[src/rtl/cache_geom_pkg.sv]
package cache_geom_pkg;

    localparam int addr_width     = 32;
    localparam int data_width     = 32;
    localparam int words_per_line = 4;
    localparam int line_bits      = data_width * words_per_line;
    localparam int num_lines      = 16;

    // 4 KiB backing RAM, addressed in words
    localparam int ram_words      = 1024;
    localparam int ram_addr_bits  = $clog2(ram_words);

    localparam int index_bits     = $clog2(num_lines);
    localparam int word_sel_bits  = $clog2(words_per_line);

    // Tag is the part of the RAM word address above index and word select
    localparam int tag_bits       = ram_addr_bits - index_bits - word_sel_bits;

    // One APB address, seen either raw or as direct-mapped cache fields
    typedef union packed {
        logic [addr_width-1:0] raw;
        struct packed {
            logic [19:0]              upper;
            logic [tag_bits-1:0]      tag;
            logic [index_bits-1:0]    index;
            logic [word_sel_bits-1:0] word;
            logic [1:0]               byte_sel;
        } f;
    } cache_addr_t;

endpackage

[src/rtl/apb_map_pkg.sv]
package apb_map_pkg;

    // RAM window, base must be aligned to the window size
    localparam logic [31:0] ram_base       = 32'h0000_0000;
    localparam logic [31:0] ram_limit      = 32'h0000_0FFF;

    // Read-only statistics registers
    localparam logic [31:0] stat_hit_addr  = 32'h0001_0000;
    localparam logic [31:0] stat_miss_addr = 32'h0001_0004;

    typedef enum logic [2:0] {
        acc_none,
        acc_ram_read,
        acc_ram_write,
        acc_stat_hit,
        acc_stat_miss,
        acc_error
    } access_kind_t;

endpackage

[src/rtl/resp_select.sv]
`timescale 1ns/1ps

module resp_select (
    input  logic                                     clk,
    input  logic                                     rst,
    input  apb_map_pkg::access_kind_t                kind,
    input  logic                                     lookup_hit,
    input  logic [cache_geom_pkg::line_bits-1:0]     lookup_line,
    input  logic [cache_geom_pkg::word_sel_bits-1:0] addr_word,
    input  logic                                     fill_done,
    input  logic [cache_geom_pkg::line_bits-1:0]     fill_line,
    output logic [cache_geom_pkg::data_width-1:0]    prdata,
    output logic                                     pready,
    output logic                                     pslverr
);
    import cache_geom_pkg::*;
    import apb_map_pkg::*;

    logic [data_width-1:0] hit_count;
    logic [data_width-1:0] miss_count;
    logic                  read_hit;

    assign read_hit = (kind == acc_ram_read) && lookup_hit;

    always_ff @(posedge clk or posedge rst) begin
        if (rst) begin
            hit_count  <= '0;
            miss_count <= '0;
        end else begin
            if (read_hit) begin
                hit_count <= hit_count + 1'b1;
            end
            if (fill_done) begin
                miss_count <= miss_count + 1'b1;
            end
        end
    end

    always_comb begin
        prdata = '0;
        case (kind)
            acc_ram_read: begin
                if (fill_done) begin
                    prdata = fill_line[addr_word*data_width +: data_width];
                end else begin
                    prdata = lookup_line[addr_word*data_width +: data_width];
                end
            end
            acc_stat_hit:  prdata = hit_count;
            acc_stat_miss: prdata = miss_count;
            default:       prdata = '0;
        endcase
    end

    // Only a read miss waits, everything else completes at once
    assign pready  = (kind == acc_ram_read) ? (lookup_hit || fill_done) : (kind != acc_none);
    assign pslverr = (kind == acc_error);

endmodule

[config.mk]
export PLATFORM = sky130hd
export DESIGN_NAME = resp_select
export DESIGN_NICKNAME = d
export VERILOG_FILES = /design/src/rtl/cache_geom_pkg.sv /design/src/rtl/apb_map_pkg.sv /design/src/rtl/resp_select.sv
export SDC_FILE = /design/constraint.sdc
export NUM_CORES = 1
export LEC_CHECK = 0
export ABC_AREA = 1
export BUFFER_PORTS_ARGS = -buffer_cell sky130_fd_sc_hd__buf_4
export CAP_MARGIN = 20
export CORE_MARGIN = 1.5
export CORE_UTILIZATION = 44
export CTS_BUF_LIST = sky130_fd_sc_hd__clkbuf_4 sky130_fd_sc_hd__clkbuf_8 sky130_fd_sc_hd__clkbuf_16
export CTS_CLUSTER_SIZE = 8
export DETAILED_ROUTE_END_ITERATION = 6
export MAX_ROUTING_LAYER = met4
export PLACE_DENSITY = 0.72
export SLEW_MARGIN = 20
export SYNTH_ARGS = -nofsm -noshare
export SYNTH_HDL_FRONTEND = slang
export SYNTH_SLANG_ARGS = --single-unit
[constraint.sdc]
create_clock -name clk -period 2.3 [get_ports clk]
set_input_delay 0.115 -clock clk [delete_from_list [all_inputs] [get_ports clk]]
set_output_delay 0.115 -clock clk [all_outputs]
set_load 0.02 [all_outputs]
==> impl_results.md <==
* Critical path peak fanout at 7
* Max incr delay on CP at 0.41 ns
* Commonest non-fill, non-tap cells in the layout: 305 x buf_4, 255 x nor2_1, 169 x nand2_1
* Final Max Tran Viols at 0
* Synth Cell Area at 6487 um2
* Initial antenna violation count at 0
* Final GP Congestion at 0.9560
* Leak pwr at 4.523 nW
* Netlist cell types at 29
* Final Instance Area at 9115 um2
* DR vias/cell at 5.307
* Ports at 299
* Largest net degree at the start of global routing at 79
* Skew-Pair Late Insertion Delay at 0.34 ns
* Area growth from synthesis to layout at 40.50%
* Arr. time, crit path at 1.79 ns
* Slew HR at 51.67%
* Initial drt markers at 620
* Vias in the first global route at 7589
* Post CTS Setup Buffer Count at 0
* Ys Warns at 0
* Type of the worst min-delay path: in2reg
* First-pass GRT wire length at 42.06 mm
* # fillers at 1451
* Sum Neg Setup Slack at 0 ns
* Multi-input logic area at 4041 um2
* Max Buffers Root-to-Sink at 2
* Worst vdd ir at 418.0 uV
* Synth async-reset ratio at 100.0%
* WL final at 27.29 mm
* Number of H-tree levels at 3
* Worst Max-Slew Pin Slew at 0.7195 ns
* CP max stage cell: dfrtp_1
* DRC viols at 0
* Top cell type by total area after synthesis: dfrtp_1
* Die ar. at 15480 um2
* Clock Sinks at 64
* DR WL/cell at 17.79 um
* Ant diodes at 0
* Die H at 124.4 um
* CP Launch Type: flip-flop
* Setup violators final at 0
* Power Dens Cells at 445.1 nW/um2
* Mapped Nets at 1349
* Max Clock Freq at 637.8 MHz
* Status: complete, no violations
* Dpl cells at 1519
* Hold Vio Cnt, Final at 0
* Syn avg cell area at 5.996 um2
* Routed Antenna Nets at 0
* Most common cell after layout, fill and taps aside: buf_4
* Fin crit period at 1.568 ns
* Synthesis-stage register bit count at 64
* CP required at 2.53 ns
* Vias at 8141
* FP Rows at 44
* NumNets Final at 1614
* Starting Density at 44.81%
* Largest cells by area after synthesis: dfrtp_1 25%, nor2_1 15%, nand2_1 9.8%, inv_1 7.8%, o21ai_0 7.5%
* Grt ovf at 0
* Mapped Cells at 1082
* RSZ-0062 raised after global routing: false
* TritonCTS clock tree: done
* Post-DP HPWL at 21.54 mm
* Hold Worst Slack at 0.2179 ns
* Crit Path Category: reg2reg
* Worst-path cell chain: ha_1, nand2_4, nor2_4, nand3_1, nor2_4, nand3_1, nand2_1, nand2_1
* FF/Latch Area at 1602 um2
* Pre-antenna DRT Iters at 5
* Share of cells above drive strength 1 at 25.93%
* # port buffers at 298
* Crit share post-route at 68.17%
* Post-synthesis sequential area ratio at 24.69%
* Root buffer cell: clkbuf_16
* Clock Skews at 0.004737 ns
* Inserted Clock Buffers at 9
* Core area at 14480 um2
* Share of the synthesized area in the top cell type at 24.69%
* Max-cap violations at 0
* Cell Count, Final, Fillers Out at 1534
* Chip width at 124.4 um
* Clock Pin Slew Worst Setup and Hold Paths at 0.05 ns
* Nature of the critical path endpoint: flip-flop
* Post-synth EDFFs at 0
* Placed cell area at 8838 um2
* GRT Overall Usage at 35.41%
* Ys flop type: dfrtp_1
where the power goes:
part           switching, mW  internal (mW)
sequential             0.135           1.24
combinational          0.761          0.651
clock                  0.485          0.781
through the flow:
stage          setup slack, ns  power [mW]  utilization, %
2_1_floorplan           0.5869       2.138               -
3_3_place_gp            0.7800       2.781           61.04
3_5_place_dp            0.7401       2.789           61.04
4_1_cts                 0.7320       4.050           62.95
5_1_grt                 0.5629       4.271           62.95
6_report                0.7321       4.057           62.95
final cells by class:
cell class	instances	share of cell area (%)
clock buffers	13	2.869
clock inverters	1	0.05491
inverters	137	5.655
multi-input cells	821	44.34
flip-flops and latches	64	17.57
well taps	184	2.526
repair buffers	314	26.99
sequential cells by signal (all words and copies together), names as in the netlist:
name	count
miss_count	32
hit_count	32
worst paths after layout:
path                                                 from                          to  slack [ns]  cells past startpoint
max in group asynchronous                             rst  miss_count[29]$_DFFE_PP0P_        1.22                      4
worst min-delay path                           lookup_hit    hit_count[0]$_DFFE_PP0P_        0.22                      3
worst min register to register  hit_count[31]$_DFFE_PP0P_   hit_count[31]$_DFFE_PP0P_        0.49                      2
worst max register to register  miss_count[0]$_DFFE_PP0P_  miss_count[24]$_DFFE_PP0P_        0.73                      8
min in group asynchronous                             rst   hit_count[31]$_DFFE_PP0P_        0.45                      3
worst max-delay path            miss_count[0]$_DFFE_PP0P_  miss_count[24]$_DFFE_PP0P_        0.73                      8
logic make-up after synthesis:
| logic type | synth area share, % |
|---|---|
| and+or+nand+nor | 35.78 |
| AOI/OAI and AO/OA | 21.14 |
| adders and majority gates | 0.3857 |
| buffers and inverters | 13.02 |
| xor gates and xnor gates | 4.995 |
| DFF | 24.69 |
worst max-delay path: cells and delay by family, from the launching register on:
kind          cells  cell delay [ns]
simple gates      7             0.83
flops             1             0.41
fa+ha+maj         1             0.22
cell usage after synthesis, types with 19 or more instances:
library cell and count:
nor2_1 255, nand2_1 169, inv_1 135, o21ai_0 97, nand3_1 74, dfrtp_1 64
o211ai_1 64, o21ai_1 41, xor2_1 37, o22ai_1 32, clkbuf_1 29, nand4_1 19
routing by layer:
metal  up-vias  wire length, um  global-route usage, %  share of wire [%]
met5         -                0                      -                  0
met4         0             1096                  14.00                4.0
met3        59             2024                  5.928                7.4
met2       342            12230                  53.68                 45
met1      3683            11940                  47.24                 44
li1       4057                -                      -                  -
timing repair:
| action | CTS | global route |
|---|---|---|
| hold buffers | 1 | 0 |
| endpoints found under the hold margin | 29 | 0 |
| gates resized for setup | 0 | 0 |
Power figures use the tool's default switching activity.
