**config.mk**
```make
export PLATFORM = sky130hd
export DESIGN_NAME = miss_fill
export DESIGN_NICKNAME = d
export VERILOG_FILES = /design/src/rtl/cache_geom_pkg.sv /design/src/rtl/apb_map_pkg.sv /design/src/rtl/miss_fill.sv
export SDC_FILE = /design/constraint.sdc
export NUM_CORES = 1
export LEC_CHECK = 0
export BUFFER_PORTS_ARGS = -buffer_cell sky130_fd_sc_hd__buf_2
export CAP_MARGIN = 20
export CORE_ASPECT_RATIO = 0.9
export CORE_MARGIN = 1
export CORE_UTILIZATION = 37
export CTS_CLUSTER_SIZE = 40
export DETAILED_ROUTE_END_ITERATION = 12
export GPL_TIMING_DRIVEN = 0
export PLACE_DENSITY_LB_ADDON = 0.25
export SLEW_MARGIN = 25
export SYNTH_ARGS = -nofsm -noshare
export SYNTH_HDL_FRONTEND = slang
export SYNTH_SLANG_ARGS = --single-unit
```
**constraint.sdc**
```tcl
create_clock -name clk -period 3.4 [get_ports clk]
set_input_delay 0.68 -clock clk [delete_from_list [all_inputs] [get_ports clk]]
set_output_delay 0.68 -clock clk [all_outputs]
set_load 0.1 [all_outputs]
```
**src/rtl/cache_geom_pkg.sv**
```systemverilog
package cache_geom_pkg;

    localparam int addr_width     = 32;
    localparam int data_width     = 32;
    localparam int words_per_line = 4;
    localparam int line_bits      = data_width * words_per_line;
    localparam int num_lines      = 16;

    // 4 KiB backing RAM, addressed in words
    localparam int ram_words      = 1024;
    localparam int ram_addr_bits  = $clog2(ram_words);

    localparam int index_bits     = $clog2(num_lines);
    localparam int word_sel_bits  = $clog2(words_per_line);

    // Tag is the part of the RAM word address above index and word select
    localparam int tag_bits       = ram_addr_bits - index_bits - word_sel_bits;

    // One APB address, seen either raw or as direct-mapped cache fields
    typedef union packed {
        logic [addr_width-1:0] raw;
        struct packed {
            logic [19:0]              upper;
            logic [tag_bits-1:0]      tag;
            logic [index_bits-1:0]    index;
            logic [word_sel_bits-1:0] word;
            logic [1:0]               byte_sel;
        } f;
    } cache_addr_t;

endpackage

```
**src/rtl/apb_map_pkg.sv**
```systemverilog
package apb_map_pkg;

    // RAM window, base must be aligned to the window size
    localparam logic [31:0] ram_base       = 32'h0000_0000;
    localparam logic [31:0] ram_limit      = 32'h0000_0FFF;

    // Read-only statistics registers
    localparam logic [31:0] stat_hit_addr  = 32'h0001_0000;
    localparam logic [31:0] stat_miss_addr = 32'h0001_0004;

    typedef enum logic [2:0] {
        acc_none,
        acc_ram_read,
        acc_ram_write,
        acc_stat_hit,
        acc_stat_miss,
        acc_error
    } access_kind_t;

endpackage

```
**src/rtl/miss_fill.sv**
```systemverilog
`timescale 1ns/1ps

module miss_fill (
    input  logic                                                        clk,
    input  logic                                                        rst,
    input  apb_map_pkg::access_kind_t                                   kind,
    input  logic                                                        lookup_hit,
    input  logic [cache_geom_pkg::tag_bits+cache_geom_pkg::index_bits-1:0] paddr_line,
    input  logic [cache_geom_pkg::word_sel_bits-1:0]                    addr_word,
    input  logic [cache_geom_pkg::data_width-1:0]                       pwdata,
    input  logic [cache_geom_pkg::data_width-1:0]                       ram_rdata,
    output logic [cache_geom_pkg::ram_addr_bits-1:0]                    ram_addr,
    output logic                                                        ram_we,
    output logic [cache_geom_pkg::data_width-1:0]                       ram_wdata,
    output logic                                                        fill_busy,
    output logic                                                        fill_done,
    output logic                                                        fill_en,
    output logic [cache_geom_pkg::index_bits-1:0]                       fill_index,
    output logic [cache_geom_pkg::tag_bits-1:0]                         fill_tag,
    output logic [cache_geom_pkg::line_bits-1:0]                        fill_line
);
    import cache_geom_pkg::*;
    import apb_map_pkg::*;

    enum logic [1:0] {
        st_idle,
        st_issue,
        st_finish
    } state;

    logic [word_sel_bits-1:0]        cnt;
    // Lower three words of the line, the top word arrives in finish
    logic [line_bits-data_width-1:0] line_buf;

    always_ff @(posedge clk or posedge rst) begin
        if (rst) begin
            state <= st_idle;
            cnt   <= '0;
        end else begin
            case (state)
                st_idle: begin
                    if (kind == acc_ram_read && !lookup_hit) begin
                        state <= st_issue;
                        cnt   <= '0;
                    end
                end
                st_issue: begin
                    cnt <= cnt + 1'b1;
                    if (cnt == 2'd3) begin
                        state <= st_finish;
                    end
                end
                st_finish: state <= st_idle;
                default:   state <= st_idle;
            endcase
        end
    end

    // Shift register, read data lags the address by one cycle so the
    // first shift drops out and words 0 to 2 remain after four shifts
    always_ff @(posedge clk) begin
        if (state == st_issue) begin
            line_buf <= {ram_rdata, line_buf[line_bits-data_width-1:data_width]};
        end
    end

    always_comb begin
        if (state == st_issue) begin
            ram_addr = {paddr_line, cnt};
        end else begin
            ram_addr = {paddr_line, addr_word};
        end
    end

    // Write-through happens in the first access cycle
    assign ram_we    = (state == st_idle) && (kind == acc_ram_write);
    assign ram_wdata = pwdata;

    assign fill_busy  = (state != st_idle);
    assign fill_done  = (state == st_finish);
    assign fill_en    = fill_done;
    assign fill_index = paddr_line[index_bits-1:0];
    assign fill_tag   = paddr_line[tag_bits+index_bits-1:index_bits];
    assign fill_line  = {ram_rdata, line_buf};

endmodule

```
==> results of run 1 <==
[worst register-to-register path, stage by stage, from the launching register on]
cell,delay [ps]
dfrtp_1,390
nand2b_1,290
clkinvlp_4,410
buf_16,290
buf_12,190
[kinds of logic (layout without fill, tap and decap cells)]
group                      after synthesis  after routing  share of synthesized area [%]
buffers and inverters                   83            322                           16.5
DFF                                    100            100                           79.8
adders and majority gates                1              1                          0.335
AOI/OAI and AO/OA                        3              3                          0.469
and+or+nand+nor                         17             17                           2.88
[per-stage QoR]
step           hold WS (ps)  setup WS (ps)  util, %  setup TNS (ps)
6_report                197            779     54.1               0
5_1_grt                 184            551     54.1               0
4_1_cts                 175            721     54.1               0
3_5_place_dp            426            983     52.1               0
3_3_place_gp            426           -354     51.4            -692
2_1_floorplan           446           27.0        -               0
[sequential cells by signal (all words and copies together), names as in the netlist]
signal and count:
cnt 2, line_buf 96, state 2
[metal layers]
layer,part of all wire (%),global-route usage (%),up-vias
li1,-,-,1111
met1,37,14.4,1070
met2,51,22.5,124
met3,10,5.43,12
met4,2.0,5.80,0
met5,0,0,-
[area by class of cell]
class	instances	area, um2
plain buffers	81	608
clock buffers	9	124
flip-flops and latches	100	2980
multi-input cells	21	143
well taps	126	158
inverters	2	11.3
repair buffers	224	1170
clock inverters	6	66.3
fillers	870	4480
[placed cells by master, fill, tap and decap left out]
cell type   count
and2_1          1
buf_12          2
buf_16          1
buf_2         221
buf_4          81
bufinv_16       1
clkbuf_8        9
clkinv_2        1
clkinv_4        1
clkinvlp_4      4
dfrtp_1         4
edfxtp_1       96
ha_1            1
inv_1           1
nand2_1         9
nand2b_1        2
nor2b_1         1
nor3b_2         1
nor4b_4         1
o21ai_0         2
o21bai_1        1
or2_2           1
or3_4           1
[final timing paths]
check	depth (start not counted)	start	slack [ps]	end
max	5	state[1]$_DFFE_PP0P_	780	ram_addr[1]
min	2	rst	200	cnt[1]$_DFFE_PP0P_
max reg2reg	4	state[1]$_DFFE_PP0P_	1580	line_buf[28]$_DFFE_PP_
min reg2reg	0	line_buf[75]$_DFFE_PP_	440	line_buf[43]$_DFFE_PP_
max in group asynchronous	2	rst	3050	cnt[0]$_DFFE_PP0P_
min in group clk	0	line_buf[75]$_DFFE_PP_	440	line_buf[43]$_DFFE_PP_
==> results.cfg, run 1 <==
[placed_design]
port_buffers = 221
hpwl_um = 5390
placed_cells = 554
place_area_um2 = 5080
gp_congestion = 0.692

[timing]
setup-violations-final = 0
fin_crit_sh_pct = 77.1
slew_headroom_pct = 66.4
rsz0062_at_grt = false
tightest_slew_ps = 507
fmax_mhz = 381
finalHoldViolCount = 0
clock_skew_ps = 5.34
slew_viol_final = 0
post-route-min-period_ps = 2620

[detailed_routing]
routedWlPerCell_um = 12.2
drt_pass1_iterations = 4
drt_iter0_drc = 62
wirelength_um = 6940
num_vias = 2317
ant_nets = 0
viasPerCell = 4.07
drcViolationCount = 0

[synthesis]
yosysTopAreaCell = edfxtp_1
synth_most_common_cell = edfxtp_1
synth-edff-count = 96
synth-seq-cells = 100
synth_seq_area_share_pct = 79.8
syn_nets = 285
syn_area_um2 = 3740
netlist_top_cells_count = edfxtp_1, buf_4, nand2_1, dfrtp_1
ys_top_cells_by_area = edfxtp_1, buf_4, dfrtp_1
synth.top_cell.area_share_pct = 77.2
async_flop_share_pct = 4.00
synthFlopType = edfxtp_1
synthCells = 204
synthDistinctLibCells = 15
syn_avg_cell_area_um2 = 18.3
yosys_warnings = 0

[setup_path]
cpPeakStageDelay_ps = 420
cp_num_buf_inv = 2
cp_top_family = buffers and inverters
worstSetupPathType = flip-flop to output port
cp.arrival_ps = 1940
worstSetupStartpointType = flip-flop
crit_path_cell_trace = nand2b_1 > clkinvlp_4 > nand2_1 > nand2_1 > buf_2
worstSetupEndpointType = output port
crit_path_frequent_cell = nand2_1
crit_path_max_fanout = 16
critPathSlowestCell = buf_2
worstPathRequired_ps = 2720

[die]
dieWidth_um = 108
placementRows = 34
start_util_pct = 38.4
pin_count = 262
die_y_um = 97.3
coreArea_um2 = 9740
die_area_um2 = 10500

[finish]
antenna_cells = 0
instances_no_fill = 569
drive_gt1_share_pct = 73.4
final_area_um2 = 5270
syn_to_final_growth_pct = 41.0
nNetsFinal = 520

[clock_tree]
cts_hold_buf = 0
clk_path_buf_depth = 2
clock_sinks = 100
path_clk_slew_ps = 90
post_cts_buffers = 0
htree_num_levels = 3
clock_latency_ps = 350
root_buffer = clkbuf_8
numCtsBuffers = 9
tritoncts = yes
ctsResizeCount = 0

[flow_run]
drv_cap = 0

[run_status]
status = completed

[global_route]
grt_pass1_wl_um = 10400
track_usage_pct = 13.2
grt_max_degree = 36
grt_pass1_vias = 2086
antenna_found_initial = 0
overflow = 0

[worst_hold_path]
hold_class = primary input to async pin
Power of run 1 is left out: the tool's default activity adds up to more than one toggle a clock period on the data nets, which glitch-free logic cannot reach.
==> run 2, diff against run 1 <==
--- a/config.mk
+++ b/config.mk
@@ -7,11 +7,10 @@
 export LEC_CHECK = 0
 export BUFFER_PORTS_ARGS = -buffer_cell sky130_fd_sc_hd__buf_2
 export CAP_MARGIN = 20
-export CORE_ASPECT_RATIO = 0.9
-export CORE_MARGIN = 1
-export CORE_UTILIZATION = 37
+export CORE_AREA = 2 2 102 104
 export CTS_CLUSTER_SIZE = 40
 export DETAILED_ROUTE_END_ITERATION = 12
+export DIE_AREA = 0 0 104 106
 export GPL_TIMING_DRIVEN = 0
 export PLACE_DENSITY_LB_ADDON = 0.25
 export SLEW_MARGIN = 25
==> constraint.sdc (replaced) <==
create_clock -name clk -period 2.5 [get_ports clk]
set_input_delay 0.5 -clock clk [delete_from_list [all_inputs] [get_ports clk]]
set_output_delay 0.5 -clock clk [all_outputs]
set_load 0.1 [all_outputs]
==> results.cfg, run 2 (synthesis results as in run 1) <==
[global_route]
track_usage_pct = 12.2
grt_pass1_wl_um = 10400
grt_max_degree = 35
grt_pass1_vias = 2142
antenna_found_initial = 0
overflow = 0

[clock_tree]
clk_path_buf_depth = 2
path_clk_slew_ps = 100
numCtsBuffers = 9
root_buffer = clkbuf_8
htree_num_levels = 3
clock_latency_ps = 350
ctsResizeCount = 0
tritoncts = yes
clock_sinks = 100

[run_status]
status = completed

[detailed_routing]
wirelength_um = 7160
drcViolationCount = 0
routedWlPerCell_um = 12.3
wl_met2_um = 3620
ant_nets = 0
num_vias = 2301
drt_pass1_iterations = 6
viasPerCell = 3.97
drt_iter0_drc = 65
wl_met3_um = 669
topRoutingLayerUsed = met4
wirelength_met1_um = 2730

[setup_path]
worstSetupStartpointType = flip-flop
worstSetupPathType = flip-flop to output port
worstSetupEndpointType = output port
critPathSlowestCell = buf_2
crit_path_cell_trace = nand2b_4 > clkinvlp_4 > nand2_1 > nand2_8 > buf_2
worstPathRequired_ps = 2000
crit_path_max_fanout = 10
cp.arrival_ps = 1840
cpPeakStageDelay_ps = 420

[die]
dieWidth_um = 104
die_area_um2 = 11000
placementRows = 37
die_y_um = 106
coreArea_um2 = 10000
pin_count = 262
start_util_pct = 37.4

[timing]
slew_viol_final = 0
tightest_slew_ps = 507
clock_skew_ps = 14.3
slew_headroom_pct = 66.4
setup-violations-final = 0
setup-tns-final_ps = 0
post-route-min-period_ps = 2340
rsz0062_at_grt = false
fmax_mhz = 428
fin_crit_sh_pct = 93.4
finalHoldViolCount = 0

[finish]
largest_reg_flops = 96
top_regs = line_buf (96), cnt (2), state (2)
largest-register = line_buf
syn_to_final_growth_pct = 42.1
final_common_cell = buf_2
antenna_cells = 0
layout_common_cells = buf_2, edfxtp_1, buf_4, clkbuf_8, nand2_1
nNetsFinal = 521
drive_gt1_share_pct = 73.4

[worst_hold_path]
hold_class = primary input to flip-flop

[placed_design]
gp_congestion = 0.679
port_buffers = 221
hpwl_um = 5520

[flow_run]
drv_cap = 0
[run 2: changes by cell type in the layout (fill, tap and decap cells not counted), sizes merged]
| cell | before | now |
|---|---|---|
| clkbuf | 9 | 10 |
| clkinvlp | 4 | 3 |
| dlygate4sd3 | 0 | 1 |
[run 2: path summary, 6_finish.rpt]
check	startpoint	to	slack, ps	depth (start not counted)
worst max-delay path	state[1]$_DFFE_PP0P_	ram_addr[0]	160	5
worst min-delay path	ram_rdata[7]	line_buf[71]$_DFFE_PP_	340	1
worst max register to register	state[1]$_DFFE_PP0P_	line_buf[54]$_DFFE_PP_	910	4
worst min register to register	line_buf[58]$_DFFE_PP_	line_buf[26]$_DFFE_PP_	450	0
max in group asynchronous	rst	state[0]$_DFFE_PP0P_	1790	3
min in group asynchronous	rst	cnt[0]$_DFFE_PP0P_	560	3
[run 2: repair_timing]
| item | 4_1_cts | 5_1_grt |
|---|---|---|
| hold buffers | 1 | 0 |
| setup buffers | 0 | 0 |
| endpoints found under the hold margin | 2 | 0 |
[run 2: final cells by class]
| cell class | instances | area [um2] |
|---|---|---|
| plain buffers | 81 | 608 |
| clock buffers | 10 | 128 |
| clock inverters | 5 | 53.8 |
| fillers | 888 | 4690 |
| inverters | 2 | 11.3 |
| multi-input cells | 21 | 180 |
| flip-flops and latches | 100 | 2980 |
| well taps | 136 | 170 |
| repair buffers | 225 | 1180 |
[run 2: per-stage QoR]
step	util, %	worst slack [ps]	hold WS (ps)	std cells	cell area, um2
finish	53.1	164	336	580	5310
detailed placement	51.2	435	388	564	5120
CTS	53.1	129	309	580	5310
global route	53.1	59.3	310	580	5310
floorplan	-	-449	266	204	3780
global placement	50.6	-1230	381	561	5060
[run 2: worst max-delay path: cells and delay by family, from the launching register on]
| kind | cells | cell delay (ps) |
|---|---|---|
| DFF | 1 | 410 |
| and+or+nand+nor | 3 | 450 |
| buffers and inverters | 2 | 640 |
[run 2: routing by layer]
metal | GRT usage [%] | vias up
li1 | - | 1113
met1 | 13.8 | 1051
met2 | 20.3 | 126
met3 | 4.90 | 11
met4 | 5.69 | 0
met5 | 0 | -
Power of run 2 is left out for the same reason.
==> run 3, diff against run 2 <==
--- a/config.mk
+++ b/config.mk
@@ -7,10 +7,11 @@
 export LEC_CHECK = 0
 export BUFFER_PORTS_ARGS = -buffer_cell sky130_fd_sc_hd__buf_2
 export CAP_MARGIN = 20
-export CORE_AREA = 2 2 102 104
+export CORE_AREA = 2 2 101 103
+export CTS_BUF_LIST = sky130_fd_sc_hd__clkbuf_8
 export CTS_CLUSTER_SIZE = 40
 export DETAILED_ROUTE_END_ITERATION = 12
-export DIE_AREA = 0 0 104 106
+export DIE_AREA = 0 0 103 105
 export GPL_TIMING_DRIVEN = 0
 export PLACE_DENSITY_LB_ADDON = 0.25
 export SLEW_MARGIN = 25
==> results.cfg, run 3 (synthesis results as in run 1) <==
[setup_path]
crit_path_max_fanout = 4
worstSetupEndpointType = output port
cp_top_family = simple AND/OR/NAND/NOR gates
cpPeakStageDelay_ps = 450
worstSetupStartpointType = flip-flop
cp_num_buf_inv = 1
reg2reg_slack_ps = 1000
cp.arrival_ps = 1850
crit_path_cell_trace = or3_4 > nor3b_4 > buf_2
worstSetupPathType = flip-flop to output port
critPathSlowestCell = buf_2
worstPathRequired_ps = 2000

[detailed_routing]
ant_nets = 0
topRoutingLayerUsed = met4
wirelength_met1_um = 2960
drcViolationCount = 0
wirelength_um = 7640
viasPerCell = 4.07
wl_met2_um = 3860
drt_pass1_iterations = 4
wl_met3_um = 681
num_vias = 2355
routedWlPerCell_um = 13.2
drt_iter0_drc = 50

[clock_tree]
clock_sinks = 100
clock_latency_ps = 360
tritoncts = yes
root_buffer = clkbuf_8
htree_num_levels = 3
clk_path_buf_depth = 2
path_clk_slew_ps = 100
numCtsBuffers = 9

[timing]
finalHoldViolCount = 0
post-route-min-period_ps = 2350
tightest_slew_ps = 523
setup-tns-final_ps = 0
slew_headroom_pct = 65.4
rsz0062_at_grt = false
fin_crit_sh_pct = 94.1
fmax_mhz = 425
clock_skew_ps = 16.5
setup-violations-final = 0
slew_viol_final = 0

[global_route]
grt_pass1_wl_um = 11300
grt_max_degree = 36
grt_pass1_vias = 2306
antenna_found_initial = 0
overflow = 0
track_usage_pct = 13.5

[finish]
layout_common_cells = buf_2, edfxtp_1, buf_4, clkbuf_8, nand2_1
final_common_cell = buf_2
antenna_cells = 0
top_regs = line_buf (96), cnt (2), state (2)
largest-register = line_buf
largest_reg_flops = 96
nNetsFinal = 522
fill_cells = 863
syn_to_final_growth_pct = 42.5
drive_gt1_share_pct = 73.5

[run_status]
status = completed

[die]
start_util_pct = 38.8
dieWidth_um = 103
die_area_um2 = 10800
placementRows = 36
coreArea_um2 = 9640
pin_count = 262
die_y_um = 105

[flow_run]
drv_cap = 0

[placed_design]
hpwl_um = 6060
gp_congestion = 0.789
port_buffers = 221

[worst_hold_path]
hold_class = primary input to flip-flop
## run 3: path summary, 6_finish.rpt
| kind | startpoint | endpoint | depth (start not counted) |
|---|---|---|---|
| max | state[0]$_DFFE_PP0P_ | ram_we | 3 |
| min | ram_rdata[13] | line_buf[77]$_DFFE_PP_ | 1 |
| max reg2reg | state[1]$_DFFE_PP0P_ | line_buf[35]$_DFFE_PP_ | 4 |
| min reg2reg | line_buf[69]$_DFFE_PP_ | line_buf[37]$_DFFE_PP_ | 0 |
| max in group asynchronous | rst | state[1]$_DFFE_PP0P_ | 3 |
| min in group asynchronous | rst | cnt[0]$_DFFE_PP0P_ | 3 |
## run 3: area by class of cell
type / count / area, um2 / share of cell area (%)
inverters: 2 / 11.3 / 0.212
flip-flops and latches: 100 / 2980 / 56.0
plain buffers: 81 / 608 / 11.4
clock buffers: 10 / 138 / 2.59
clock inverters: 6 / 41.3 / 0.776
repair buffers: 226 / 1200 / 22.5
well taps: 133 / 166 / 3.13
multi-input cells: 21 / 180 / 3.38
## run 3: worst register-to-register path, delay by kind of cell (launching register included)
kind                   cells  cell delay [ps]
flip-flops                 1              420
buffers and inverters      3              590
AND/OR/NAND/NOR            1              190
## run 3: timing repair
action                     CTS  global route
hold buffers                 1             0
setup endpoints to repair    2             0
hold endpoints to repair     4             0
gates resized for setup      2             0
buffers inserted             1             0
## run 3: metal layers
layer	track usage, %	up-vias
met5	0	-
li1	-	1117
met4	5.17	0
met1	15.7	1102
met2	22.5	119
met3	4.88	17
## run 3: per-stage QoR
stage	area (um2)	utilization (%)	setup slack [ps]	cells	hold WS [ps]
2_1_floorplan	3780	-	-449	204	266
3_3_place_gp	5050	52.4	-1210	558	390
3_5_place_dp	5120	53.1	176	561	398
4_1_cts	5320	55.2	116	579	301
5_1_grt	5320	55.2	79.3	579	301
6_report	5320	55.2	148	579	323
Power of run 3 is left out for the same reason.
