**src/rtl/cache_geom_pkg.sv**
```systemverilog
package cache_geom_pkg;

    localparam int addr_width     = 32;
    localparam int data_width     = 32;
    localparam int words_per_line = 4;
    localparam int line_bits      = data_width * words_per_line;
    localparam int num_lines      = 16;

    // 4 KiB backing RAM, addressed in words
    localparam int ram_words      = 1024;
    localparam int ram_addr_bits  = $clog2(ram_words);

    localparam int index_bits     = $clog2(num_lines);
    localparam int word_sel_bits  = $clog2(words_per_line);

    // Tag is the part of the RAM word address above index and word select
    localparam int tag_bits       = ram_addr_bits - index_bits - word_sel_bits;

    // One APB address, seen either raw or as direct-mapped cache fields
    typedef union packed {
        logic [addr_width-1:0] raw;
        struct packed {
            logic [19:0]              upper;
            logic [tag_bits-1:0]      tag;
            logic [index_bits-1:0]    index;
            logic [word_sel_bits-1:0] word;
            logic [1:0]               byte_sel;
        } f;
    } cache_addr_t;

endpackage

```
**src/rtl/apb_map_pkg.sv**
```systemverilog
package apb_map_pkg;

    // RAM window, base must be aligned to the window size
    localparam logic [31:0] ram_base       = 32'h0000_0000;
    localparam logic [31:0] ram_limit      = 32'h0000_0FFF;

    // Read-only statistics registers
    localparam logic [31:0] stat_hit_addr  = 32'h0001_0000;
    localparam logic [31:0] stat_miss_addr = 32'h0001_0004;

    typedef enum logic [2:0] {
        acc_none,
        acc_ram_read,
        acc_ram_write,
        acc_stat_hit,
        acc_stat_miss,
        acc_error
    } access_kind_t;

endpackage

```
**src/rtl/access_decode.sv**
```systemverilog
`timescale 1ns/1ps

module access_decode (
    input  logic                                     psel,
    input  logic                                     penable,
    input  logic                                     pwrite,
    input  cache_geom_pkg::cache_addr_t              paddr,
    input  logic [cache_geom_pkg::tag_bits-1:0]      lookup_tag,
    input  logic                                     lookup_valid,
    input  logic                                     fill_busy,
    output apb_map_pkg::access_kind_t                kind,
    output logic                                     lookup_hit,
    output logic [cache_geom_pkg::index_bits-1:0]    addr_index,
    output logic [cache_geom_pkg::tag_bits-1:0]      addr_tag,
    output logic [cache_geom_pkg::word_sel_bits-1:0] addr_word
);
    import apb_map_pkg::*;

    logic in_ram;

    // Field view of the address feeds the cache lookup
    assign addr_index = paddr.f.index;
    assign addr_tag   = paddr.f.tag;
    assign addr_word  = paddr.f.word;

    // Window check on the raw view
    assign in_ram = (paddr.raw & ~ram_limit) == ram_base;

    assign lookup_hit = in_ram && lookup_valid && (lookup_tag == paddr.f.tag);

    always_comb begin
        kind = acc_none;
        if (fill_busy) begin
            // A running miss owns the port until the fill is done
            kind = acc_ram_read;
        end else if (psel && penable) begin
            if (in_ram) begin
                if (pwrite) begin
                    kind = acc_ram_write;
                end else begin
                    kind = acc_ram_read;
                end
            end else if (!pwrite && paddr.raw == stat_hit_addr) begin
                kind = acc_stat_hit;
            end else if (!pwrite && paddr.raw == stat_miss_addr) begin
                kind = acc_stat_miss;
            end else begin
                // Unmapped, or a write to a counter
                kind = acc_error;
            end
        end
    end

endmodule

```
**config.mk**
```make
export PLATFORM = sky130hd
export DESIGN_NAME = access_decode
export DESIGN_NICKNAME = d
export VERILOG_FILES = /design/src/rtl/cache_geom_pkg.sv /design/src/rtl/apb_map_pkg.sv /design/src/rtl/access_decode.sv
export SDC_FILE = /design/constraint.sdc
export NUM_CORES = 1
export LEC_CHECK = 0
export ABC_AREA = 1
export BUFFER_PORTS_ARGS = -buffer_cell sky130_fd_sc_hd__buf_2
export CORE_AREA = 8 8 45 47
export DETAILED_ROUTE_END_ITERATION = 7
export DIE_AREA = 0 0 53 55
export GPL_ROUTABILITY_DRIVEN = 1
export PLACE_DENSITY = 0.79
export SETUP_SLACK_MARGIN = 0.1
export SYNTH_ARGS = -nofsm -noshare
export SYNTH_HDL_FRONTEND = slang
export SYNTH_SLANG_ARGS = --single-unit
```
**constraint.sdc**
```tcl
create_clock -name vclk -period 1.6
set_clock_uncertainty 0.2 [all_clocks]
set_input_delay 0.32 -clock vclk [all_inputs]
set_output_delay 0.32 -clock vclk [all_outputs]
set_load 0.01 [all_outputs]
```
==> impl_metrics.py, run 1 <==
metrics = {
    "outcome": {
        "outcome": "finished, violations left",
        "violations": "negative setup slack",
    },
    "floorplanning": {
        "dieArea_sq_mm": 0.00292,
        "die_h_um": 55,
        "core-area_sq_mm": 0.00138,
        "initial_core_util_pct": 30.4,
        "die-width_um": 53,
        "rows": 14,
        "pin_count": 55,
    },
    "timing": {
        "timing.slew.headroom_pct": 83.6,
        "post-route-min-period_ns": 1.78,
        "hold_viol": 0,
        "finalSetupViolCount": 4,
        "hold_ws_ns": 0.619,
        "setup_ws_ns": -0.181,
        "fin_setup_tns_ns": -0.570,
        "slew_violations": 0,
        "fin_crit_sh_pct": 111,
        "max_freq_ghz": 0.562,
        "tightest_slew_ns": 0.244,
        "rsz0062_at_grt": "yes",
    },
    "logic_synthesis": {
        "synthCells": 88,
        "syn_area_per_cell_sq_um": 4.78,
        "synth_area_leaders": "nor2_1 (22%), buf_4 (18%), nand2_1 (17%)",
        "yosysTopAreaCell": "nor2_1",
        "synth.top_cell.area_share_pct": 22.3,
        "ys.warnings.count": 0,
        "ys_seq_area_share_pct": 0,
        "synth_cell_types": 14,
        "syn_nets": 129,
        "syn_area_sq_um": 420,
    },
    "setup_path": {
        "cp_common_cell": "nor2_2",
        "critPathMaxFanout": 3,
        "cpMaxStageDelayCell": "nor2_2",
        "worstSetupPathType": "in -> out",
        "crit_path_start_kind": "input pin",
        "crit_required_ns": 1.08,
        "critPathArrivalTime_ns": 1.26,
        "max_stage_delay_ns": 0.14,
        "cp_cell_sequence": "buf_6 -> nor2_4 -> nand2_2 -> nor2_2 -> nand3_2 -> inv_1 -> nor2_1 -> nor2_2 -> buf_2",
        "cp_top_family": "simple AND/OR/NAND/NOR gates",
        "cp-end-kind": "output pin",
        "worst-path-buf-inv": 3,
    },
    "power_and_ir_drop": {
        "p_per_area_mw_per_mm2": 197,
        "leakage_nw": 0.440,
        "max-vdd-ir-drop_mv": 0.0933,
    },
    "final_layout": {
        "fin_cells": 156,
        "drive_above_1_share_pct": 60.0,
        "clock_buffers": 0,
        "antenna_cells": 0,
        "layout_common_cells": "buf_2 (46), nand2_1 (17), nor2_1 (15)",
        "layout_commonest_cell": "buf_2",
        "seq_area_sq_um": 0,
        "fin_area_sq_um": 838,
        "finalNetCount": 183,
        "fill_cells": 125,
        "seq_cell_count": 0,
        "syn2layout_area_growth_pct": 99.4,
        "multi_input_area_sq_um": 382,
    },
    "drt": {
        "drt-initial-drc-count": 5,
        "drt_wl_total_um": 1850,
        "route.vias.total": 717,
        "dr.pass1.iters": 4,
        "viasPerCell": 4.60,
        "antenna_left": 0,
        "wl_per_cell_um": 11.8,
        "drc": 0,
    },
    "grt": {
        "grt_pass1_vias": 663,
        "gr-total-overflow": 0,
        "grt_util_all_layers_pct": 10.4,
        "antenna_found_initial": 0,
        "grt_pass1_wl_um": 2510,
        "grt_max_degree": 5,
    },
    "job": {
        "max-cap-violations": 0,
    },
    "placed_design": {
        "hpwl_um": 1420,
        "dp_cells": 154,
        "io_buffers": 55,
        "globalplace.congestion": 0.810,
        "dpl-instance-area_sq_um": 683,
        "pre_cts_ws_ns": -0.183,
    },
    "clock_tree": {
        "cts_hold_buf": 0,
    },
    "hold_path": {
        "hold_path_end": "addr_word[1]",
        "min_path_cells": 2,
        "hp-class": "in -> out",
        "hp-start": "paddr[3]",
    },
}
final cells by class:
| cell class | instances | share of cell area, % |
|---|---|---|
| Tap cell | 16 | 2.39 |
| Inverter | 13 | 5.82 |
| Timing Repair Buffer | 62 | 46.3 |
| Multi-Input combinational cell | 65 | 45.5 |
cell families after synthesis:
family                    Yosys count  synth area share (%)
and+or+nand+nor                    60                  61.9
buffers and inverters              23                  29.5
xor gates and xnor gates            3                  6.25
AOI/OAI and AO/OA                   2                  2.38
how the worst max path moves through the flow:
stage | startpoint | to | slack [ns] | cells after the start
finish | paddr[12] | kind[1] | -0.18 | 9
global route | paddr[27] | kind[1] | -0.27 | 9
CTS | paddr[22] | kind[1] | -0.16 | 9
detailed placement | paddr[13] | kind[1] | -0.18 | 9
global placement | paddr[18] | kind[1] | -0.15 | 9
floorplan | paddr[3] | kind[1] | 0.09 | 6
cell usage after synthesis (2+ instances only):
cell type and count:
buf_4 10, inv_1 13, nand2_1 19, nand3_1 3, nand4_1 2, nor2_1 25, nor2_2 4, nor3_1 4
or2_1 2, xnor2_1 2
metal layers:
| metal | up-vias | global-route usage [%] | wire [um] |
|---|---|---|---|
| met5 | - | 0 | 0 |
| met4 | 0 | 0 | 15 |
| met3 | 2 | 3.21 | 307 |
| met2 | 43 | 23.4 | 950 |
| met1 | 312 | 8.90 | 573 |
| li1 | 360 | - | - |
timing repair:
item	in CTS	in global routing
setup endpoints to repair	4	4
buffers inserted	1	1
resized for setup	17	14
pin swaps	20	5
endpoints found under the hold margin	0	0
power by group:
part           internal, mW  total, mW  switching (mW)  leakage [nW]
clock                     0          0               0             0
sequential                0          0               0             0
combinational        0.0910      0.165          0.0743         0.440
total                0.0910      0.165          0.0743         0.440
metrics by stage:
step / util, % / power [mW]
after floorplan: - / 0.0642
after global placement: 49.4 / 0.131
after detailed placement: 49.4 / 0.134
after CTS: 56.1 / 0.154
after global routing: 60.6 / 0.181
final: 60.6 / 0.165
No activity file was read; power rests on OpenSTA's default activity.
==> inputs of run 2 (changes only) <==
--- a/config.mk
+++ b/config.mk
@@ -10,9 +10,9 @@
 export CORE_AREA = 8 8 45 47
 export DETAILED_ROUTE_END_ITERATION = 7
 export DIE_AREA = 0 0 53 55
-export GPL_ROUTABILITY_DRIVEN = 1
 export PLACE_DENSITY = 0.79
 export SETUP_SLACK_MARGIN = 0.1
+export SKIP_LAST_GASP = 1
 export SYNTH_ARGS = -nofsm -noshare
 export SYNTH_HDL_FRONTEND = slang
 export SYNTH_SLANG_ARGS = --single-unit
==> run 2 against run 1 <==
  * The flow still finishes with violations (negative setup slack)
  * Largest cell class unchanged
  * Maximum frequency fell by 3.5%
  * Sequential share of layout area unchanged
  * Highest routed layer unchanged
  * Largest power group unchanged
  * Critical path type unchanged
  * Global-route usage shrank 0.22 points
  * Critical path depth unchanged
  * Via count is 1.3% higher
==> impl_metrics.py, run 2 (synthesis gave the netlist of run 1 again) <==
metrics = {
    "final_layout": {
        "fin_area_sq_um": 833,
        "finalNetCount": 183,
        "clock_buffers": 0,
        "layout_common_cells": "buf_2 (46), nor2_1 (17), nand2_1 (17)",
        "drive_above_1_share_pct": 58.6,
        "final_core_util_pct": 60.2,
        "antenna_cells": 0,
        "seq_cell_count": 0,
        "seq_area_sq_um": 0,
        "syn2layout_area_growth_pct": 98.2,
        "layout_commonest_cell": "buf_2",
    },
    "setup_path": {
        "crit_required_ns": 1.08,
        "cp-end-kind": "output pin",
        "worstSetupPathType": "in -> out",
        "cpMaxStageDelayCell": "nor2_1",
        "crit_path_start_kind": "input pin",
        "max_stage_delay_ns": 0.15,
        "critPathArrivalTime_ns": 1.33,
        "worst-path-buf-inv": 2,
        "critPathMaxFanout": 2,
        "cp_cell_sequence": "buf_6 -> nor2_1 -> nand2_2 -> nor2_4 -> nand3_2 -> nor2_4 -> nor2_1 -> nor2_2 -> buf_2",
        "cp_top_family": "simple AND/OR/NAND/NOR gates",
    },
    "drt": {
        "drc": 0,
        "viasPerCell": 4.65,
        "wl_per_cell_um": 12.0,
        "route.vias.total": 726,
        "antenna_left": 0,
        "drt_wl_total_um": 1880,
        "drt-initial-drc-count": 2,
        "dr.pass1.iters": 3,
    },
    "floorplanning": {
        "initial_core_util_pct": 30.4,
        "pin_count": 55,
        "rows": 14,
        "die-width_um": 53,
        "core-area_sq_mm": 0.00138,
        "dieArea_sq_mm": 0.00292,
        "die_h_um": 55,
    },
    "placed_design": {
        "globalplace.congestion": 0.810,
        "hpwl_um": 1420,
        "pre_cts_ws_ns": -0.183,
        "io_buffers": 55,
        "dpl-instance-area_sq_um": 683,
    },
    "timing": {
        "setup_ws_ns": -0.246,
        "rsz0062_at_grt": "yes",
        "tightest_slew_ns": 0.227,
        "timing.slew.headroom_pct": 84.8,
        "hold_ws_ns": 0.619,
        "max_freq_ghz": 0.542,
        "fin_crit_sh_pct": 115,
        "finalSetupViolCount": 4,
        "slew_violations": 0,
        "hold_viol": 0,
        "fin_setup_tns_ns": -0.754,
        "post-route-min-period_ns": 1.85,
    },
    "grt": {
        "antenna_found_initial": 0,
        "grt_util_all_layers_pct": 10.2,
        "gr-total-overflow": 0,
        "grt_pass1_wl_um": 2480,
        "grt_pass1_vias": 655,
        "grt_max_degree": 5,
    },
    "outcome": {
        "outcome": "finished, violations left",
        "violations": "negative setup slack",
    },
    "job": {
        "max-cap-violations": 0,
    },
    "power_and_ir_drop": {
        "p_per_area_mw_per_mm2": 197,
        "max-vdd-ir-drop_mv": 0.0903,
        "leakage_nw": 0.440,
    },
    "hold_path": {
        "hp-class": "in -> out",
    },
}
## run 2: cell counts in the layout (fill, tap and decap cells not counted)
Identical to the previous run, type by type.
## run 2: what timing repair did
| item | in CTS | in global routing |
|---|---|---|
| pin swaps | 20 | 6 |
| gates resized for setup | 14 | 15 |
| buffers inserted | 1 | 1 |
| hold buffers | 0 | 0 |
| setup endpoints to repair | 4 | 4 |
## run 2: metrics by stage
step | std cells | power (mW)
after floorplan | 88 | 0.0642
after global placement | 154 | 0.131
after detailed placement | 154 | 0.134
after CTS | 155 | 0.151
after global routing | 156 | 0.180
final | 156 | 0.164
## run 2: final timing paths
path  slack (ns)       from  cells after the start           end
max        -0.25  paddr[14]                      9       kind[1]
min         0.62   paddr[3]                      2  addr_word[1]
## run 2: area by class of cell
class / count / area, sq um
Timing Repair Buffer: 62 / 388
Tap cell: 16 / 20.0
Inverter: 13 / 48.8
Fill cell: 127 / 551
Multi-Input combinational cell: 65 / 377
## run 2: metal layers
| metal | global-route usage, % | wire length (um) |
|---|---|---|
| met5 | 0 | 0 |
| met4 | 0 | 59 |
| met3 | 3.21 | 305 |
| met2 | 22.5 | 937 |
| met1 | 9.05 | 573 |
## run 2: report_power, final
part           internal (mW)  total (mW)  switching [mW]
logic                 0.0905       0.164          0.0739
registers                  0           0               0
clock network              0           0               0
total                 0.0905       0.164          0.0739
==> inputs of run 3 (changes only) <==
--- a/config.mk
+++ b/config.mk
@@ -5,12 +5,11 @@
 export SDC_FILE = /design/constraint.sdc
 export NUM_CORES = 1
 export LEC_CHECK = 0
-export ABC_AREA = 1
 export BUFFER_PORTS_ARGS = -buffer_cell sky130_fd_sc_hd__buf_2
 export CORE_AREA = 8 8 45 47
 export DETAILED_ROUTE_END_ITERATION = 7
 export DIE_AREA = 0 0 53 55
-export PLACE_DENSITY = 0.79
+export PLACE_DENSITY = 0.68
 export SETUP_SLACK_MARGIN = 0.1
 export SKIP_LAST_GASP = 1
 export SYNTH_ARGS = -nofsm -noshare
==> constraint.sdc (replaced) <==
create_clock -name vclk -period 2.22
set_clock_uncertainty 0.2 [all_clocks]
set_input_delay 0.444 -clock vclk [all_inputs]
set_output_delay 0.444 -clock vclk [all_outputs]
set_load 0.01 [all_outputs]
==> run 3 against run 2 <==
  * Synthesized area decreased by 30%
  * First-iteration DRC count unchanged
  * Critical path depth decreased by 3
  * Worst setup slack got worse by 0.015 ns
  * Core utilization decreased by 13 points
  * The flow still finishes with violations (negative setup slack)
  * Final cell count decreased by 32%
  * Highest routed layer unchanged
  * Design area decreased by 21%
  * Non-clock buffer count decreased by 2
  * Synthesized cell count decreased by 55%
==> impl_metrics.py, run 3 <==
metrics = {
    "drt": {
        "viasPerCell": 4.76,
        "wl_per_cell_um": 13.6,
        "dr.pass1.iters": 2,
        "drc": 0,
        "route.vias.total": 505,
        "drt-initial-drc-count": 2,
        "drt_wl_total_um": 1440,
        "antenna_left": 0,
    },
    "floorplanning": {
        "rows": 14,
        "pin_count": 55,
        "dieArea_sq_mm": 0.00292,
        "die-width_um": 53,
        "die_h_um": 55,
        "initial_core_util_pct": 21.2,
        "core-area_sq_mm": 0.00138,
    },
    "placed_design": {
        "dp_cells": 106,
        "io_buffers": 55,
        "hpwl_um": 1260,
        "globalplace.congestion": 0.680,
        "dpl-instance-area_sq_um": 609,
        "pre_cts_ws_ns": -0.272,
    },
    "grt": {
        "antenna_found_initial": 0,
        "grt_max_degree": 6,
        "gr-total-overflow": 0,
        "grt_pass1_wl_um": 2070,
        "grt_pass1_vias": 548,
        "grt_util_all_layers_pct": 8.72,
    },
    "timing": {
        "hold_ws_ns": 0.920,
        "post-route-min-period_ns": 2.48,
        "timing.slew.headroom_pct": 85.4,
        "setup_ws_ns": -0.261,
        "rsz0062_at_grt": "yes",
        "tightest_slew_ns": 0.217,
        "fin_crit_sh_pct": 112,
        "max_freq_ghz": 0.403,
        "slew_violations": 0,
        "finalSetupViolCount": 2,
        "hold_viol": 0,
    },
    "final_layout": {
        "drive_above_1_share_pct": 81.1,
        "layout_common_cells": "buf_2 (54), buf_4 (5), nor4_4 (4)",
        "finalNetCount": 133,
        "syn2layout_area_growth_pct": 124,
        "seq_area_sq_um": 0,
        "final_core_util_pct": 47.3,
        "antenna_cells": 0,
        "seq_cell_count": 0,
        "layout_commonest_cell": "buf_2",
        "fin_cells": 106,
        "clock_buffers": 0,
        "fill_cells": 142,
        "fin_area_sq_um": 654,
    },
    "logic_synthesis": {
        "synth_cell_types": 19,
        "synthTopCellsByCount": "buf_4 (10), nor4_1 (4), nand2_1 (3), nor4_2 (3), xor2_1 (3)",
        "syn_area_per_cell_sq_um": 7.32,
        "ys_seq_area_share_pct": 0,
        "synth_area_leaders": "buf_4 (26%), nor4_2 (13%), xor2_1 (9.0%)",
        "syn_area_sq_um": 293,
        "synth.top_cell.area_share_pct": 25.6,
        "ys.warnings.count": 0,
        "yosysTopAreaCell": "buf_4",
        "syn_nets": 81,
        "synthCells": 40,
        "yosysMostFrequentCell": "buf_4",
    },
    "outcome": {
        "violations": "negative setup slack",
        "outcome": "finished, violations left",
    },
    "setup_path": {
        "cp_common_cell": "buf_2",
        "crit_required_ns": 1.58,
        "critPathMaxFanout": 2,
        "critPathArrivalTime_ns": 1.84,
        "cpMaxStageDelayCell": "or3b_4",
        "cp_cell_sequence": "buf_2 -> nor4_4 -> nand3_1 -> or3b_4 -> a2111oi_4 -> buf_2",
        "crit_path_start_kind": "input pin",
        "worstSetupPathType": "in -> out",
        "max_stage_delay_ns": 0.41,
        "cp-end-kind": "output pin",
    },
    "power_and_ir_drop": {
        "leakage_nw": 0.296,
        "p_per_area_mw_per_mm2": 151,
        "max-vdd-ir-drop_mv": 0.0585,
    },
    "hold_path": {
        "hp-class": "in -> out",
    },
    "clock_tree": {
        "postCtsSetupBuffers": 0,
    },
    "job": {
        "max-cap-violations": 0,
    },
}
==> run 3: through the flow <==
| stage | setup TNS [ns] | power [mW] |
|---|---|---|
| after CTS | -0.272 | 0.0951 |
| after global placement | -0.251 | 0.0908 |
| after global routing | -0.386 | 0.108 |
| after detailed placement | -0.272 | 0.0921 |
| after floorplan | 0 | 0.0373 |
| final | -0.270 | 0.0991 |
==> run 3: area by class of cell <==
class	instances	area, sq um	area share, %
repair buffers	60	319	48.8
multi-input cells	30	315	48.2
well taps	16	20.0	3.06
==> run 3: per-layer routing <==
layer  wire length (um)  GRT usage (%)
met2                818           18.2
met4                 19           1.29
met3                183           3.21
met5                  0              0
met1                423           7.84
==> run 3: power by group <==
part           internal, mW  switching (mW)  total (mW)  leakage (nW)
logic                0.0528          0.0463      0.0991         0.296
registers                 0               0           0             0
clock network             0               0           0             0
==> run 3: worst max-delay path: cells and delay by family <==
kind | cells | cell delay [ns]
simple gates | 3 | 0.81
buf+inv | 2 | 0.30
compound gates | 1 | 0.28
==> run 3: final timing paths <==
path | start | end | slack [ns] | depth (start not counted)
worst max-delay path | paddr[4] | kind[1] | -0.26 | 6
worst min-delay path | paddr[2] | addr_word[0] | 0.92 | 2
==> run 3: repair_timing <==
action,CTS,global route
hold buffers,0,0
pin swaps,4,1
endpoints found under the setup margin,2,4
resized for setup,3,4
==> run 3: logic make-up (layout without fill, tap and decap cells) <==
| family | Yosys count | in the layout | synth area share, % |
|---|---|---|---|
| AOI/OAI and AO/OA | 5 | 5 | 14.1 |
| xor gates and xnor gates | 4 | 4 | 12.0 |
| buffers and inverters | 10 | 60 | 25.6 |
| and+or+nand+nor | 21 | 21 | 48.3 |
